<file path="src/hdl/fetch_pkg.sv">
package fetch_pkg;

	// ************************************************************************
	// widths
	// ************************************************************************

	localparam int ADDR_W = 64;     // rv64 pc
	localparam int INST_W = 32;     // no compressed insts
	localparam int WORD_W = 64;     // memory word, two insts
	localparam int IDX_W  = 8;      // word index width

	typedef logic [ADDR_W-1:0] addr_t;      // pc or branch target
	typedef logic [INST_W-1:0] inst_t;      // one instruction
	typedef logic [WORD_W-1:0] mem_word_t;  // one memory row
	typedef logic [IDX_W-1:0]  mem_idx_t;   // memory row number
	typedef logic [6:0]        opcode_t;    // inst[6:0]
	typedef logic [2:0]        funct3_t;    // inst[14:12]

	// ************************************************************************
	// reset pc and memory geometry
	// ************************************************************************

	localparam addr_t RESET_PC = 64'h0000_0000_8000_0000;  // boot address

	localparam int MEM_WORDS = 256;  // 2 KiB of program
	localparam int IDX_LSB   = 3;    // pc[10:3] picks the row, pc[2] the half

	// ************************************************************************
	// risc-v encodings used by the flow classifier
	// ************************************************************************

	localparam opcode_t OP_JAL    = 7'b1101111;
	localparam opcode_t OP_JALR   = 7'b1100111;
	localparam opcode_t OP_BRANCH = 7'b1100011;  // beq..bgeu

	// exact system encodings, all other fields zero
	localparam inst_t INST_ECALL = 32'h0000_0073;
	localparam inst_t INST_MRET  = 32'h3020_0073;

	// funct3 values of the branch group
	localparam funct3_t F3_BEQ  = 3'b000;  // also jalr's only legal funct3
	localparam funct3_t F3_BNE  = 3'b001;
	localparam funct3_t F3_BLT  = 3'b100;
	localparam funct3_t F3_BGE  = 3'b101;
	localparam funct3_t F3_BLTU = 3'b110;
	localparam funct3_t F3_BGEU = 3'b111;

endpackage

</file>
<file path="src/hdl/fetch_pc.sv">
`timescale 1ns/1ps

// program counter of the fetch unit
// priority: redirect target, then hold, then pc + 4
module fetch_pc (
	input  logic              clk,
	input  logic              rst,
	input  fetch_pkg::addr_t  dnpc,     // resolved target from execute
	input  logic              pc_hold,  // keep current pc
	input  logic              pc_take,  // load dnpc
	output fetch_pkg::addr_t  pc
);

	fetch_pkg::addr_t pc_next;
	fetch_pkg::addr_t pc_seq;    // sequential successor

	// ************************************************************************
	// next pc selection
	// ************************************************************************

	assign pc_seq = pc + fetch_pkg::addr_t'(4);  // one 32-bit inst ahead

	always_comb begin
		if (pc_take) begin
			pc_next = dnpc;          // end of a control-flow wait
		end else if (pc_hold) begin
			pc_next = pc;            // back-pressure or waiting for target
		end else begin
			pc_next = pc_seq;
		end
	end

	// ************************************************************************
	// pc register
	// ************************************************************************

	always_ff @(posedge clk) begin
		if (rst) begin
			pc <= fetch_pkg::RESET_PC;
		end else begin
			pc <= pc_next;
		end
	end

	// the low bits only stay clear if execute hands back aligned targets,
	// so this also guards the dnpc source
	a_pc_aligned: assert property (
		@(posedge clk) disable iff (rst)
		pc[1:0] == 2'b00
	) else $error("fetch_pc: misaligned pc %h", pc);

endmodule

</file>
<file path="config.mk">
export PLATFORM = sky130hd
export DESIGN_NAME = fetch_pc
export DESIGN_NICKNAME = d
export VERILOG_FILES = /design/src/hdl/fetch_pkg.sv /design/src/hdl/fetch_pc.sv
export SDC_FILE = /design/constraint.sdc
export NUM_CORES = 1
export LEC_CHECK = 0
export ABC_AREA = 1
export BUFFER_PORTS_ARGS = -buffer_cell sky130_fd_sc_hd__clkbuf_2
export CORE_MARGIN = 2
export CORE_UTILIZATION = 49
export CTS_BUF_LIST = sky130_fd_sc_hd__clkbuf_2
export DETAILED_ROUTE_END_ITERATION = 6
export MAX_ROUTING_LAYER = met4
export PLACE_DENSITY = 0.9
export SETUP_SLACK_MARGIN = 0.15
export SYNTH_ARGS = -nofsm -noshare
export SYNTH_HDL_FRONTEND = slang
export SYNTH_SLANG_ARGS = --single-unit
</file>
<file path="constraint.sdc">
create_clock -name clk -period 1.3 [get_ports clk]
set_input_delay 0.065 -clock clk [delete_from_list [all_inputs] [get_ports clk]]
set_output_delay 0.065 -clock clk [all_outputs]
set_load 0.1 [all_outputs]
</file>
==> results of run 1 <==
==> kinds of logic after synthesis <==
kind of cell	count (synthesis)
compound gates	131
xor+xnor	26
fa+ha+maj	1
buf+inv	136
flops	64
simple gates	460
==> metrics by stage <==
stage	instances	hold WS (ps)	cell area, µm²	worst slack, ps	TNS [ps]
detailed placement	1178	305	6890	-252	-9250
global placement	1178	300	6890	-200	-6130
floorplan	818	200	5030	-343	-13340
==> summary.txt, run 1 <==
Logic synthesis
  – Cell Area, Synth: 0.00475 mm²
  – Simple-gate share of the synthesized area: 42.3%
  – Largest family of logic cells by synthesized area: simple AND/OR/NAND/NOR gates
  – Syn_area_per_cell: 5.80 µm²
  – Asr flop ratio synth: 0%
  – Post-synthesis mux area share: 0%
  – Post-synth top cells: nand2_1, nor2_1, inv_1
  – Synth cell types: 30
  – Most used DFF post-synth: dfxtp_1
  – Syn_nets: 887
  – EDFF count, synth: 0
  – Synthesized instance count: 818
  – Post-synthesis sequential area ratio: 27.0%
  – Adder-Cell Fraction of Synth Area: 0.264%
  – Post-Synth XOR/XNOR Area: 4.80%
  – Top cell type's share of synthesized area: 27.0%
  – Synth Area in Compound Gates: 14.4%
  – Post-synthesis register bit count: 64
  – Count leader, synth: nand2_1
  – Cell taking the most area after synthesis: dfxtp_1
  – Top cells by area, synth: dfxtp_1, nand2_1, nor2_1
  – Yosys Warn Count: 0

Outcome
  – Status: stopped before the end
  – Stop err: [ERROR DPL-0038] Utilization greater than 100%, impossible to legalize
  – Last stage: 4_1_cts

Clocking
  – Cts repair resizes: 408
  – Root buffer cell: clkbuf_2
  – CTS Hold Bufs: 65
  – Total clock sinks: 64
  – Max Root-Sink Buffers: 2
  – H-tree Lvls: 3
  – Setup bufs post-CTS: 36
  – CTS Buf Count: 9

Placement
  – # port buffers: 131
  – Hpwl dp: 14200 µm
  – Gpl congestion: 1.11

Die
  – Ports: 132
  – Die Ht: 102 µm
  – Die X: 102 µm
  – FP Rows: 35
  – Initial Util: 50.9%
==> inputs of run 2 (changes only) <==
--- a/config.mk
+++ b/config.mk
@@ -8,12 +8,9 @@
 export ABC_AREA = 1
 export BUFFER_PORTS_ARGS = -buffer_cell sky130_fd_sc_hd__clkbuf_2
 export CORE_MARGIN = 2
-export CORE_UTILIZATION = 49
-export CTS_BUF_LIST = sky130_fd_sc_hd__clkbuf_2
+export CORE_UTILIZATION = 40
 export DETAILED_ROUTE_END_ITERATION = 6
-export MAX_ROUTING_LAYER = met4
-export PLACE_DENSITY = 0.9
-export SETUP_SLACK_MARGIN = 0.15
+export PLACE_DENSITY_LB_ADDON = 0.15
 export SYNTH_ARGS = -nofsm -noshare
 export SYNTH_HDL_FRONTEND = slang
 export SYNTH_SLANG_ARGS = --single-unit
==> constraint.sdc (replaced) <==
create_clock -name clk -period 1.7 [get_ports clk]
set_input_delay 0.085 -clock clk [delete_from_list [all_inputs] [get_ports clk]]
set_output_delay 0.085 -clock clk [all_outputs]
set_load 0.1 [all_outputs]
==> run 2 against run 1 <==
Net effect: the flow now finishes, with violations (design-rule violations); area after synthesis did not move; synthesized cell count unchanged.
==> summary.txt, run 2 <==
Outcome
  – Status: finished, violations left
  – Violated checks: design-rule violations

STA
  – Hold Fails Final Rpt: 0
  – RSZ-0062 raised after global routing: true
  – Total negative setup slack: 0 ps
  – Slew HR: 61.1%
  – Fin Clk Skew: 8.93 ps
  – Fmax: 624 MHz
  – Fin Hold WS: 11.1 ps
  – Crit share post-route: 94.3%
  – Min cycle time layout: 1600 ps
  – Worst Max-Slew Pin Slew: 586 ps
  – Final max-slew violation count: 0
  – Final setup violating endpoints: 0

Global routing
  – Initial antenna violation count: 0
  – Vias in the first global route: 5295
  – Largest net degree at the start of global routing: 41
  – GRT overflow: 0
  – First-pass GRT wire length: 27300 µm
  – GRT Overall Usage: 27.4%

Route
  – Drt wl/cell: 15.4 µm
  – Routed vias/inst: 4.99
  – DRC viols: 7
  – Post-route ant nets: 0
  – Via count: 5609
  – Drt pass-1 iters: 6
  – Total wire length: 17300 µm
  – Drt initial violations: 385

Critical path
  – Crit Path Max Fanout: 5
  – Max incr delay on CP: 370 ps
  – Setup crit end kind: flip-flop
  – Critical Path, Cell by Cell: nand2_1, nor2_1, nand2_1, nor3_1, nand2_1, nand2_1, nand3_1, a21oi_1
  – WP data required: 1970 ps
  – Top cell by count, worst path: nand2_1
  – WS Path Type: reg -> reg
  – Startpoint types: flip-flop
  – CP max-delay cell: dfxtp_4
  – Critical path buffers and inverters: 0
  – Worst path top cell family by delay: simple AND/OR/NAND/NOR gates
  – CP arrival: 1870 ps

Finish
  – Top Registers: pc (64)
  – Syn-to-layout area delta: 35.2%
  – Top reg by flops: pc
  – Layout Nets: 1046
  – Share of cells above drive strength 1: 30.7%
  – Max reg flops: 64
  – Fill cells: 1188
  – Most common cell after layout, fill and taps aside: nand2_1
  – Diode count: 0
  – Most frequent cells in the layout: nand2_1, clkbuf_2, inv_1, nor2_1
  – Final core occ: 55.7%

Die
  – Die Ht: 113 µm
  – Core Region: 0.0115 mm²
  – Initial Util: 41.2%
  – FP Rows: 39
  – Ports: 132
  – Die footprint: 0.0128 mm²
  – Die X: 113 µm

Power and ir drop
  – Leakage: 2.71 nW
  – Total power: 4.82 mW
  – Pwr dens: 751 mW/mm²
  – Worst IR Drop VDD: 0.000378 V

Logic synthesis
  – Asr flop ratio synth: 0%
  – Most used DFF post-synth: dfxtp_1
  – Cell Area, Synth: 0.00475 mm²
  – EDFF count, synth: 0
  – Post-synth top cells: nand2_1, nor2_1, inv_1
  – Synth cell types: 30
  – Top cells by area, synth: dfxtp_1, nand2_1, nor2_1
  – Syn_nets: 887
  – Post-synthesis sequential area ratio: 27.0%
  – Count leader, synth: nand2_1
  – Syn_area_per_cell: 5.80 µm²
  – Cell taking the most area after synthesis: dfxtp_1
  – Post-synthesis register bit count: 64
  – Synthesized instance count: 818
  – Top cell type's share of synthesized area: 27.0%
  – Yosys Warn Count: 0

Clocking
  – Max Root-Sink Buffers: 2
  – H-tree Lvls: 3
  – Total clock sinks: 64
  – Worst-path clk slew: 60 ps
  – CTS Buf Count: 9
  – Root buffer cell: clkbuf_16
  – CTS tree: done
  – Clk Latency, worst-skew pair: 340 ps

Placement
  – # port buffers: 131
  – Gpl congestion: 0.950
  – Hpwl dp: 13300 µm

Run
  – Max cap viols: 0

Min path
  – Hold crit path type: in -> reg
[run 2: cell counts after synthesis]
No cell type changed its count.
[run 2: path summary, 6_finish.rpt]
path | from | end | slack, ps | cells after the start
min reg2reg | pc[0] | pc[0] | 520 | 2
max reg2reg | pc[35] | pc[54] | 100 | 8
max | pc[35] | pc[54] | 100 | 8
min | dnpc[12] | pc[12] | 10 | 3
[run 2: per-stage QoR]
step                      instances  setup WS [ps]  instance area [µm²]
after floorplan                 818           2.61                 4940
after global placement         1092           39.5                 5880
after detailed placement       1092           23.1                 5880
after CTS                      1120           23.0                 6280
after global routing           1125          -9.96                 6420
final                          1125           97.3                 6420
[run 2: metal layers]
layer | part of all wire [%] | wire length, µm | track usage (%)
met1 | 46 | 8000 | 38.1
met2 | 45 | 7760 | 43.6
met3 | 6.9 | 1200 | 4.12
met4 | 1.9 | 323 | 9.51
met5 | 0 | 0 | 0
[run 2: logic make-up (layout without fill, tap and decap cells)]
logic type,Yosys count,count (layout),synth area share (%)
xor gates and xnor gates,26,26,4.80
adders and majority gates,1,1,0.264
and+or+nand+nor,460,460,42.3
AOI/OAI and AO/OA,131,131,14.4
buffers and inverters,136,300,11.2
DFF,64,64,27.0
[run 2: cell type report]
type                    count  area (µm²)  area share [%]
clock buffers              11         233            3.63
clock inverters             5        47.5           0.741
inverters                 112         423            6.59
multi-input cells         618        3050            47.5
flip-flops and latches     64        1460            22.8
well taps                 143         179            2.79
repair buffers            172        1020            15.9
[run 2: tightest hold or removal path: cells and delay by family]
kind / cells / cell delay, ps
simple gates: 1 / 60
compound gates: 1 / 80
buf+inv: 1 / 80
[run 2: repair_timing]
action | in CTS | in global routing
gates resized for setup | 0 | 29
hold buffers | 12 | 0
hold endpoints to repair | 12 | 0
cloned | 0 | 0
endpoints found under the setup margin | 1 | 25
setup buffers | 0 | 5
pin swaps | 1 | 8
[run 2: power breakdown]
part / switching, mW / total [mW] / internal (mW)
Sequential: 0.128 / 1.71 / 1.58
Clock: 0.718 / 1.84 / 1.12
Combinational: 0.992 / 1.28 / 0.283
Total: 1.84 / 4.82 / 2.98
(Power assumes the default switching activity.)
