**src/hdl/fetch_pkg.sv**
```systemverilog
package fetch_pkg;

	// ************************************************************************
	// widths
	// ************************************************************************

	localparam int ADDR_W = 64;     // rv64 pc
	localparam int INST_W = 32;     // no compressed insts
	localparam int WORD_W = 64;     // memory word, two insts
	localparam int IDX_W  = 8;      // word index width

	typedef logic [ADDR_W-1:0] addr_t;      // pc or branch target
	typedef logic [INST_W-1:0] inst_t;      // one instruction
	typedef logic [WORD_W-1:0] mem_word_t;  // one memory row
	typedef logic [IDX_W-1:0]  mem_idx_t;   // memory row number
	typedef logic [6:0]        opcode_t;    // inst[6:0]
	typedef logic [2:0]        funct3_t;    // inst[14:12]

	// ************************************************************************
	// reset pc and memory geometry
	// ************************************************************************

	localparam addr_t RESET_PC = 64'h0000_0000_8000_0000;  // boot address

	localparam int MEM_WORDS = 256;  // 2 KiB of program
	localparam int IDX_LSB   = 3;    // pc[10:3] picks the row, pc[2] the half

	// ************************************************************************
	// risc-v encodings used by the flow classifier
	// ************************************************************************

	localparam opcode_t OP_JAL    = 7'b1101111;
	localparam opcode_t OP_JALR   = 7'b1100111;
	localparam opcode_t OP_BRANCH = 7'b1100011;  // beq..bgeu

	// exact system encodings, all other fields zero
	localparam inst_t INST_ECALL = 32'h0000_0073;
	localparam inst_t INST_MRET  = 32'h3020_0073;

	// funct3 values of the branch group
	localparam funct3_t F3_BEQ  = 3'b000;  // also jalr's only legal funct3
	localparam funct3_t F3_BNE  = 3'b001;
	localparam funct3_t F3_BLT  = 3'b100;
	localparam funct3_t F3_BGE  = 3'b101;
	localparam funct3_t F3_BLTU = 3'b110;
	localparam funct3_t F3_BGEU = 3'b111;

endpackage

```
**src/hdl/flow_decode.sv**
```systemverilog
`timescale 1ns/1ps

// flags insts that change control flow
// any of these stalls fetch until execute resolves the target
module flow_decode (
	input  fetch_pkg::inst_t  inst,
	output logic              redirect
);

	fetch_pkg::opcode_t opcode;
	fetch_pkg::funct3_t funct3;

	logic is_jal;
	logic is_jalr;
	logic is_branch;
	logic is_system;   // ecall or mret

	assign opcode = inst[6:0];
	assign funct3 = inst[14:12];

	// ************************************************************************
	// per-kind matches
	// ************************************************************************

	assign is_jal  = (opcode == fetch_pkg::OP_JAL);   // opcode alone decides
	assign is_jalr = (opcode == fetch_pkg::OP_JALR) && (funct3 == fetch_pkg::F3_BEQ);

	// branch opcode with funct3 010/011 is reserved, not a branch
	always_comb begin
		is_branch = 1'b0;
		if (opcode == fetch_pkg::OP_BRANCH) begin
			case (funct3)
				fetch_pkg::F3_BEQ,
				fetch_pkg::F3_BNE,
				fetch_pkg::F3_BLT,
				fetch_pkg::F3_BGE,
				fetch_pkg::F3_BLTU,
				fetch_pkg::F3_BGEU: is_branch = 1'b1;
				default:            is_branch = 1'b0;
			endcase
		end
	end

	// whole-word compare, a single flipped bit is not a trap
	assign is_system = (inst == fetch_pkg::INST_ECALL) ||
	                   (inst == fetch_pkg::INST_MRET);

	// ************************************************************************
	// combined flag
	// ************************************************************************

	assign redirect = is_jal | is_jalr | is_branch | is_system;

endmodule

```
**config.mk**
```make
export PLATFORM = sky130hd
export DESIGN_NAME = flow_decode
export DESIGN_NICKNAME = d
export VERILOG_FILES = /design/src/hdl/fetch_pkg.sv /design/src/hdl/flow_decode.sv
export SDC_FILE = /design/constraint.sdc
export NUM_CORES = 1
export LEC_CHECK = 0
export BUFFER_PORTS_ARGS = -buffer_cell sky130_fd_sc_hd__buf_2
export CAP_MARGIN = 30
export CELL_PAD_IN_SITES_DETAIL_PLACEMENT = 1
export CELL_PAD_IN_SITES_GLOBAL_PLACEMENT = 1
export CORE_AREA = 10 10 47 49
export DETAILED_ROUTE_END_ITERATION = 8
export DIE_AREA = 0 0 57 59
export GPL_ROUTABILITY_DRIVEN = 0
export PLACE_DENSITY_LB_ADDON = 0.2
export RECOVER_POWER = 25
export SLEW_MARGIN = 15
export SYNTH_ARGS = -nofsm -noshare
export SYNTH_HDL_FRONTEND = slang
export SYNTH_SLANG_ARGS = --single-unit
```
**constraint.sdc**
```tcl
create_clock -name vclk -period 1.55
set_input_delay 0.31 -clock vclk [all_inputs]
set_output_delay 0.31 -clock vclk [all_outputs]
set_load 0.02 [all_outputs]
```
==> out/qor.csv, run 1 <==
stage,metric,value,unit
status,status,"complete, but fails checks",
status,failing checks,setup timing,
sta,fmax,571,MHz
die,die height,59,µm
sta,Final Hold Vio Count,0,
setup_path,worst setup path class,input port to output port,
grt,vias in the first global route,347,
setup_path,CP Buf/Inv Count,2,
routing,met1 wire length,198,µm
die,CORE AREA,0.00140,mm²
setup_path,CP Launch Type,input port,
layout,FF+latch count,0,
grt,first-pass GRT wire length,1.39,mm
setup_path,"most used cell, CP",buf_6,
setup_path,crit path max fanout,1,
placed_design,input/output buffers,33,
layout,antenna cell count,0,
routing,Vias,298,
die,Std-Cell Rows,14,
layout,Final Instance Area,332,µm²
setup_path,Crit path depth,6,
grt,largest net degree at the start of global routing,4,
routing,met3 routed WL,5,µm
setup_path,crit path DAT,1.44,ns
routing,max layer used,met4,
sta,measured slew at the worst slew-check pin,0.274,ns
sta,minimum clock period,1.75,ns
min_path,hold crit path type,input port to output port,
die,Top Ports,33,
layout,area taken by multi-input logic gates,123,µm²
sta,worst relative slew slack,81.5,%
sta,Setup WS post-layout,-0.202,ns
layout,layout cells sized above 1,71.2,%
setup_path,worst path cell trace,buf_6 > or4_4 > nor3_2 > o2111ai_1 > o22ai_2 > buf_6,
setup_path,crit-path leading delay family,simple AND/OR/NAND/NOR gates,
synth,Synth Warn #,0,
sta,final max-slew violation count,0,
synth,sequential area share after synthesis,0,%
routing,DRC Markers,0,
layout,number of clock buffers in the layout,0,
synth,Post-Syn Nets,50,
power_and_ir_drop,Power Dens Cells,173,mW/mm²
setup_path,crit path to,redirect,
routing,DRT antenna net count,0,
power_and_ir_drop,peak supply drop,0.0000435,V
setup_path,CP Launch Point,inst[16],
routing,vias per cell,4.38,
grt,initial antenna violation count,0,
setup_path,CP required,1.24,ns
grt,total gr overflow,0,
placed_design,Post-DP HPWL,933,µm
placed_design,placed cell areas,319,µm²
synth,mean area per synthesized cell,6.46,µm²
flow_run,max-cap violation count,0,
layout,Final nets,86,
power_and_ir_drop,Tot Pwr,57.5,µW
die,Die W,57,µm
sta,setup violators final,1,
synth,"Distinct cells, synth",14,
setup_path,CP max stage delay,0.52,ns
setup_path,Worst setup EP type,output port,
power_and_ir_drop,Lkg Pwr,0.170,nW
layout,P&R area growth vs syn,185,%
grt,global router's overall resource usage,4.91,%
die,Starting Density,8.30,%
routing,WL/cell,14.3,µm
synth,Gate Count Post-Synth,18,
synth,Mapped Area,116,µm²
sta,final worst-path cycle share,113,%
layout,fill cell count,192,
sta,unrepaired setup endpoints after global routing,yes,
routing,DR WL met2,740,µm
setup_path,Slowest cell on crit path,or4_4,
routing,DR iter-0 viols,0,
routing,routed wire length,969,µm
die,die footprint,0.00336,mm²
layout,Seq. cell area,0,µm²
routing,TritonRoute pass-1 iters,1,
==> Yosys cell counts, drive strengths merged <==
library cell / number / area (µm²)
nor4: 4 / 25.0
o21ai: 1 / 5.00
o31a: 1 / 8.76
o22ai: 1 / 6.26
nand4: 1 / 6.26
o2111ai: 1 / 8.76
or4: 1 / 7.51
nor3: 3 / 20.0
and3: 1 / 6.26
inv: 1 / 3.75
nor2b: 1 / 6.26
nand2: 1 / 3.75
and4: 1 / 8.76
==> how the worst min path moves through the flow <==
stage,startpoint,end,cells after the start
3_3_place_gp,inst[4],redirect,5
6_report,inst[4],redirect,5
4_1_cts,inst[4],redirect,5
3_5_place_dp,inst[4],redirect,5
2_1_floorplan,inst[4],redirect,3
5_1_grt,inst[4],redirect,5
==> cell usage in the layout, fill, tap and decap left out <==
master / instances
and3_1: 1
and4_1: 1
buf_2: 31
buf_4: 1
buf_6: 2
inv_1: 1
nand2_1: 1
nand4_1: 1
nor2b_1: 1
nor3_1: 2
nor3_2: 1
nor4_1: 4
o2111ai_1: 1
o21ai_0: 1
o22ai_2: 1
o31a_1: 1
or4_4: 1
==> report_power, final <==
part / leakage, nW / internal, mW / switching, mW
Clock: 0 / 0 / 0
Combinational: 0.170 / 0.0380 / 0.0195
Sequential: 0 / 0 / 0
Total: 0.170 / 0.0380 / 0.0195
==> layout make-up <==
| cell class | instances | area share, % |
|---|---|---|
| Multi-Input combinational cell | 17 | 37.0 |
| Timing Repair Buffer | 34 | 55.8 |
| Inverter | 1 | 1.13 |
| Tap cell | 16 | 6.04 |
==> timing repair <==
action / CTS / global route
hold buffers: 0 / 0
resized for setup: 3 / 0
setup endpoints to repair: 1 / 1
buffers inserted: 0 / 0
==> routing by layer <==
metal / up-vias / global-route usage (%)
met5: - / 0
met4: 0 / 1.01
met3: 2 / 0
met2: 2 / 13.8
met1: 147 / 2.58
li1: 147 / -
==> through the flow <==
step	hold WS [ns]	cells	utilization, %	setup TNS [ns]	worst slack [ns]
global route	1.03	68	23.7	-0.271	-0.271
CTS	1.00	68	23.7	-0.220	-0.220
global placement	1.02	68	22.8	-0.243	-0.243
detailed placement	1.02	68	22.8	-0.253	-0.253
finish	0.999	68	23.7	-0.202	-0.202
floorplan	0.819	18	-	-0.0458	-0.0458
==> kinds of logic after synthesis <==
group,synth area share [%]
and+or+nand+nor,72.1
buffers and inverters,3.22
AOI/OAI and AO/OA,24.7
Power figures use the tool's default switching activity.
==> run 2, diff against run 1 <==
--- a/config.mk
+++ b/config.mk
@@ -8,6 +8,4 @@
 export BUFFER_PORTS_ARGS = -buffer_cell sky130_fd_sc_hd__buf_2
 export CAP_MARGIN = 30
-export CELL_PAD_IN_SITES_DETAIL_PLACEMENT = 1
-export CELL_PAD_IN_SITES_GLOBAL_PLACEMENT = 1
 export CORE_AREA = 10 10 47 49
 export DETAILED_ROUTE_END_ITERATION = 8
==> constraint.sdc (replaced) <==
create_clock -name vclk -period 1.55
set_input_delay 0.155 -clock vclk [all_inputs]
set_output_delay 0.155 -clock vclk [all_outputs]
set_load 0.02 [all_outputs]
==> run 2 against run 1 <==
- the run now ends clean
- core utilization shrank 1.3 points
- first-iteration DRC count rose by 2
- largest power group unchanged
- sequential share of layout area unchanged
- non-clock buffer count is 1 lower
- flip-flop and latch count unchanged
- count of clock-buffer cells in the layout stayed put
- largest cell class unchanged
- critical endpoint unchanged
- maximum frequency grew 19%
- critical path depth unchanged
==> out/qor.csv, run 2 (same netlist as run 1, synthesis figures left out) <==
stage,metric,value,unit,change
status,status,"finished, final reports clean",,
setup_path,crit path max fanout,1,,unchanged
setup_path,CP required,1.39,ns,+0.15 ns
power_and_ir_drop,Power Internal,36.6,µW,-3.8%
layout,number of clock buffers in the layout,0,,unchanged
grt,initial antenna violation count,0,,unchanged
die,Std-Cell Rows,14,,unchanged
grt,first-pass GRT wire length,1.51,mm,+9.0%
routing,DRT antenna net count,0,,unchanged
layout,fin cells,67,,-1.5%
sta,setup violators final,0,,-1
grt,vias in the first global route,325,,-6.3%
sta,minimum clock period,1.47,ns,-0.278 ns
routing,DRC Markers,0,,unchanged
min_path,hold_sp,inst[4],,
die,Die W,57,µm,unchanged
die,Top Ports,33,,unchanged
placed_design,Post-DP HPWL,900,µm,-3.6%
grt,global router's overall resource usage,5.14,%,+0.24 points
power_and_ir_drop,switching portion of total power,33.9,%,+0.083 points
placed_design,pre-CTS setup slack,-0.00967,ns,+0.243 ns
routing,TritonRoute pass-1 iters,2,,+1
routing,WL/cell,13.7,µm,-3.7%
power_and_ir_drop,Comb power frac,100.0,%,about the same
min_path,hold crit path type,input port to output port,,
sta,TNS Setup,0,ns,+0.202 ns
grt,largest net degree at the start of global routing,4,,unchanged
setup_path,crit-path leading delay family,simple AND/OR/NAND/NOR gates,,
routing,DR iter-0 viols,2,,+2
die,CORE AREA,0.00140,mm²,unchanged
sta,final worst-path cycle share,95.1,%,-18 points
layout,P&R area growth vs syn,170,%,
sta,Final Hold Vio Count,0,,unchanged
layout,layout cells sized above 1,68.6,%,-2.5 points
sta,Hold WS,0.705,ns,-0.294 ns
setup_path,worst setup path class,input port to output port,,
layout,fill cell count,172,,-10%
layout,Seq. cell area,0,µm²,unchanged
die,die height,59,µm,unchanged
setup_path,Worst setup EP type,output port,,
grt,total gr overflow,0,,unchanged
power_and_ir_drop,Lkg Pwr,0.163,nW,-4.2%
setup_path,Slowest cell on crit path,or4_4,,
power_and_ir_drop,P_sw,18.8,µW,-3.4%
routing,vias per cell,4.48,,+2.2%
layout,antenna cell count,0,,unchanged
routing,routed wire length,919,µm,-5.2%
layout,FF+latch count,0,,unchanged
setup_path,CP Buf/Inv Count,2,,unchanged
layout,Final nets,85,,-1.2%
clocking,cts-stage hold buffer count,0,,unchanged
placed_design,post-placement cell count,67,,-1.5%
setup_path,crit path DAT,1.32,ns,-0.12 ns
setup_path,CP Launch Type,input port,,
layout,"commonest non-fill, non-tap cell in the layout",buf_2,,
placed_design,input/output buffers,33,,unchanged
power_and_ir_drop,peak supply drop,0.0000433,V,-0.47%
sta,measured slew at the worst slew-check pin,0.270,ns,-0.00421 ns
sta,fmax,678,MHz,+19%
setup_path,CP max stage delay,0.52,ns,about the same
routing,Vias,300,,+0.67%
layout,most frequent cells in the layout,"buf_2 (31), nor4_1 (4), nor3_1 (2)",,
sta,worst relative slew slack,81.8,%,+0.28 points
die,Starting Density,8.30,%,unchanged
sta,unrepaired setup endpoints after global routing,yes,,
die,die footprint,0.00336,mm²,unchanged
power_and_ir_drop,Flop pwr share,0,%,unchanged
min_path,hold path cells,5,,unchanged
sta,Setup WS post-layout,0.0760,ns,+0.278 ns
setup_path,worst path cell trace,buf_6 > or4_4 > nor3_2 > o2111ai_1 > o22ai_1 > buf_4,,
power_and_ir_drop,Clock power frac,0,%,unchanged
sta,final max-slew violation count,0,,unchanged
power_and_ir_drop,Power Dens Cells,176,mW/mm²,+1.7%
flow_run,max-cap violation count,0,,unchanged
min_path,Hold Path End,redirect,,
run 2: cell types whose count changed in the layout (fill, tap and decap cells not counted), sizes merged:
cell  change
buf       -1
run 2: per-layer routing:
metal	vias up	global-route usage (%)	wire length (µm)
met5	-	0	0
met4	0	0	0
met3	0	4.51	220
met2	32	6.82	259
met1	122	6.41	439
li1	146	-	-
run 2: area by class of cell:
| cell class | instances | area [µm²] | area share (%) |
|---|---|---|---|
| timing repair buffer | 33 | 174 | 55.4 |
| inverter | 1 | 3.75 | 1.20 |
| tap | 16 | 20.0 | 6.37 |
| multi-input combinational | 17 | 116 | 37.1 |
run 2: power groups by stage:
stage	registers [mW]	logic, mW	clock network [mW]
floorplan	0	0.0104	0
global placement	0	0.0530	0
detailed placement	0	0.0537	0
CTS	0	0.0540	0
global route	0	0.0629	0
finish	0	0.0554	0
run 2: tightest hold or removal path, stage by stage:
cell and delay (ns):
buf_2 0.07, inv_1 0.04, nand2_1 0.05, o22ai_1 0.07
buf_4 0.16
run 2: metrics by stage:
stage | area, µm² | utilization, % | total power, mW
floorplan | 116 | - | 0.0104
global placement | 302 | 21.5 | 0.0530
detailed placement | 302 | 21.5 | 0.0537
CTS | 304 | 21.7 | 0.0540
global route | 314 | 22.4 | 0.0629
finish | 314 | 22.4 | 0.0554
run 2: repair_timing:
action,CTS,global route
setup buffers,0,0
setup endpoints to repair,1,1
resized for setup,1,2
pin swaps,1,0
run 2: worst max-delay path by stage:
stage          slack (ns)       end  cells after the start     start
2_1_floorplan        0.11  redirect                      4  inst[16]
3_3_place_gp         0.05  redirect                      6  inst[16]
3_5_place_dp        -0.01  redirect                      6  inst[16]
4_1_cts              0.01  redirect                      6  inst[16]
5_1_grt            -0.005  redirect                      6  inst[16]
6_report             0.08  redirect                      6  inst[16]
==> run 3, diff against run 2 <==
Settings changed: PLACE_DENSITY set to 0.41, PLACE_DENSITY_LB_ADDON 0.2 to not set, SLEW_MARGIN 15 to not set.
==> run 3 against run 2 <==
- maximum frequency is 1.4% higher
- count of clock-buffer cells in the layout stayed put
- final area down 2.0%
- critical endpoint unchanged
- largest cell class unchanged
==> out/qor.csv, run 3 (same netlist as run 1, synthesis figures left out) <==
stage,metric,value,unit,change
status,status,"finished, final reports clean",,
clocking,post_cts resized,0,,-1
sta,measured slew at the worst slew-check pin,0.257,ns,-0.0136 ns
routing,vias per cell,4.09,,-8.7%
grt,vias in the first global route,298,,-8.3%
die,CORE AREA,0.00140,mm²,unchanged
layout,antenna cell count,0,,unchanged
setup_path,CP Buf/Inv Count,2,,unchanged
routing,WL/cell,12.0,µm,-13%
layout,"commonest non-fill, non-tap cell in the layout",buf_2,,
clocking,cts-stage hold buffer count,0,,unchanged
die,Top Ports,33,,unchanged
power_and_ir_drop,Power Dens Cells,172,mW/mm²,-2.6%
power_and_ir_drop,Power Internal,35.1,µW,-4.2%
setup_path,worst setup path class,input port to output port,,
die,die height,59,µm,unchanged
setup_path,crit path max fanout,1,,unchanged
die,die footprint,0.00336,mm²,unchanged
routing,DRC Markers,0,,unchanged
sta,final worst-path cycle share,93.8,%,-1.3 points
routing,DRT antenna net count,0,,unchanged
power_and_ir_drop,P_sw,17.8,µW,-5.1%
setup_path,crit-path leading delay family,simple AND/OR/NAND/NOR gates,,
min_path,hold crit path type,input port to output port,,
grt,met1 Use GR,3.68,%,-2.7 points
power_and_ir_drop,switching portion of total power,33.7,%,-0.21 points
routing,Vias,274,,-8.7%
power_and_ir_drop,Lkg Pwr,0.161,nW,-1.3%
sta,fmax,688,MHz,+1.4%
grt,initial antenna violation count,0,,unchanged
sta,Final Hold Vio Count,0,,unchanged
setup_path,CP Launch Type,input port,,
layout,FF+latch count,0,,unchanged
sta,Hold WS,0.690,ns,-0.0151 ns
power_and_ir_drop,Flop pwr share,0,%,unchanged
layout,layout cells sized above 1,68.6,%,unchanged
layout,utilization after layout,22.0,%,-0.45 points
grt,total gr overflow,0,,unchanged
layout,P&R area growth vs syn,165,%,
die,Die W,57,µm,unchanged
die,Std-Cell Rows,14,,unchanged
setup_path,Slowest cell on crit path,or4_4,,
routing,TritonRoute pass-1 iters,2,,unchanged
grt,global router's overall resource usage,4.23,%,-0.91 points
power_and_ir_drop,Clock power frac,0,%,unchanged
routing,DR iter-0 viols,1,,-1
min_path,hold path cells,5,,unchanged
layout,number of clock buffers in the layout,0,,unchanged
layout,Seq. cell area,0,µm²,unchanged
sta,unrepaired setup endpoints after global routing,yes,,
layout,fin cells,67,,unchanged
clocking,Setup Buffers After CTS,0,,unchanged
flow_run,max-cap violation count,0,,unchanged
grt,GRT busiest layer,met2,,
power_and_ir_drop,peak supply drop,0.0000247,V,-43%
setup_path,CP max stage delay,0.52,ns,about the same
power_and_ir_drop,Tot Pwr,52.9,µW,-4.5%
layout,most frequent cells in the layout,"buf_2 (32), nor4_1 (4), nor3_1 (2)",,
die,Starting Density,8.30,%,unchanged
placed_design,post-placement cell count,67,,unchanged
placed_design,Post-DP HPWL,793,µm,-12%
sta,minimum clock period,1.45,ns,-0.0201 ns
grt,GRT met3 Usage,1.72,%,-2.8 points
grt,largest net degree at the start of global routing,4,,unchanged
setup_path,worst path cell trace,buf_2 > or4_4 > nor3_2 > o2111ai_1 > o22ai_1 > buf_4,,
setup_path,Worst setup EP type,output port,,
routing,routed wire length,802,µm,-13%
sta,final max-slew violation count,0,,unchanged
setup_path,Crit path depth,6,,unchanged
setup_path,crit path DAT,1.30,ns,-0.02 ns
grt,GR Util met2,9.15,%,+2.3 points
setup_path,CP required,1.39,ns,about the same
grt,first-pass GRT wire length,1.26,mm,-17%
layout,Final nets,85,,unchanged
sta,worst relative slew slack,82.7,%,+0.92 points
placed_design,input/output buffers,33,,unchanged
sta,setup violators final,0,,unchanged
power_and_ir_drop,Comb power frac,100.0,%,about the same
## run 3: cell count changes in the layout (fill, tap and decap cells not counted)
cell / previous run / this run
buf_2: 31 / 32
buf_6: 1 / 0
## run 3: final timing paths
path / from / endpoint / slack (ns)
setup / recovery: inst[16] / redirect / 0.1
hold / removal: inst[4] / redirect / 0.69
## run 3: layout make-up
cell class         instances  area, µm²
fillers                  179       1090
inverters                  1       3.75
multi-input cells         17        116
well taps                 16       20.0
repair buffers            33        168
## run 3: through the flow
stage / worst slack [ns] / area, µm² / setup TNS [ns]
after floorplan: 0.114 / 116 / 0
after global placement: 0.0401 / 302 / 0
after detailed placement: 0.0412 / 302 / 0
after CTS: 0.0412 / 302 / 0
after global routing: -0.0280 / 308 / -0.0280
final: 0.0961 / 308 / 0
## run 3: per-layer routing
| layer | routed length (µm) | part of all wire [%] |
|---|---|---|
| met1 | 204 | 25 |
| met2 | 497 | 62 |
| met3 | 100 | 12 |
| met4 | 0 | 0 |
| met5 | 0 | 0 |
## run 3: power by group through the flow
stage / registers [mW] / clock network [mW] / logic, mW
finish: 0 / 0 / 0.0529
global route: 0 / 0 / 0.0605
CTS: 0 / 0 / 0.0525
detailed placement: 0 / 0 / 0.0523
global placement: 0 / 0 / 0.0513
floorplan: 0 / 0 / 0.0104
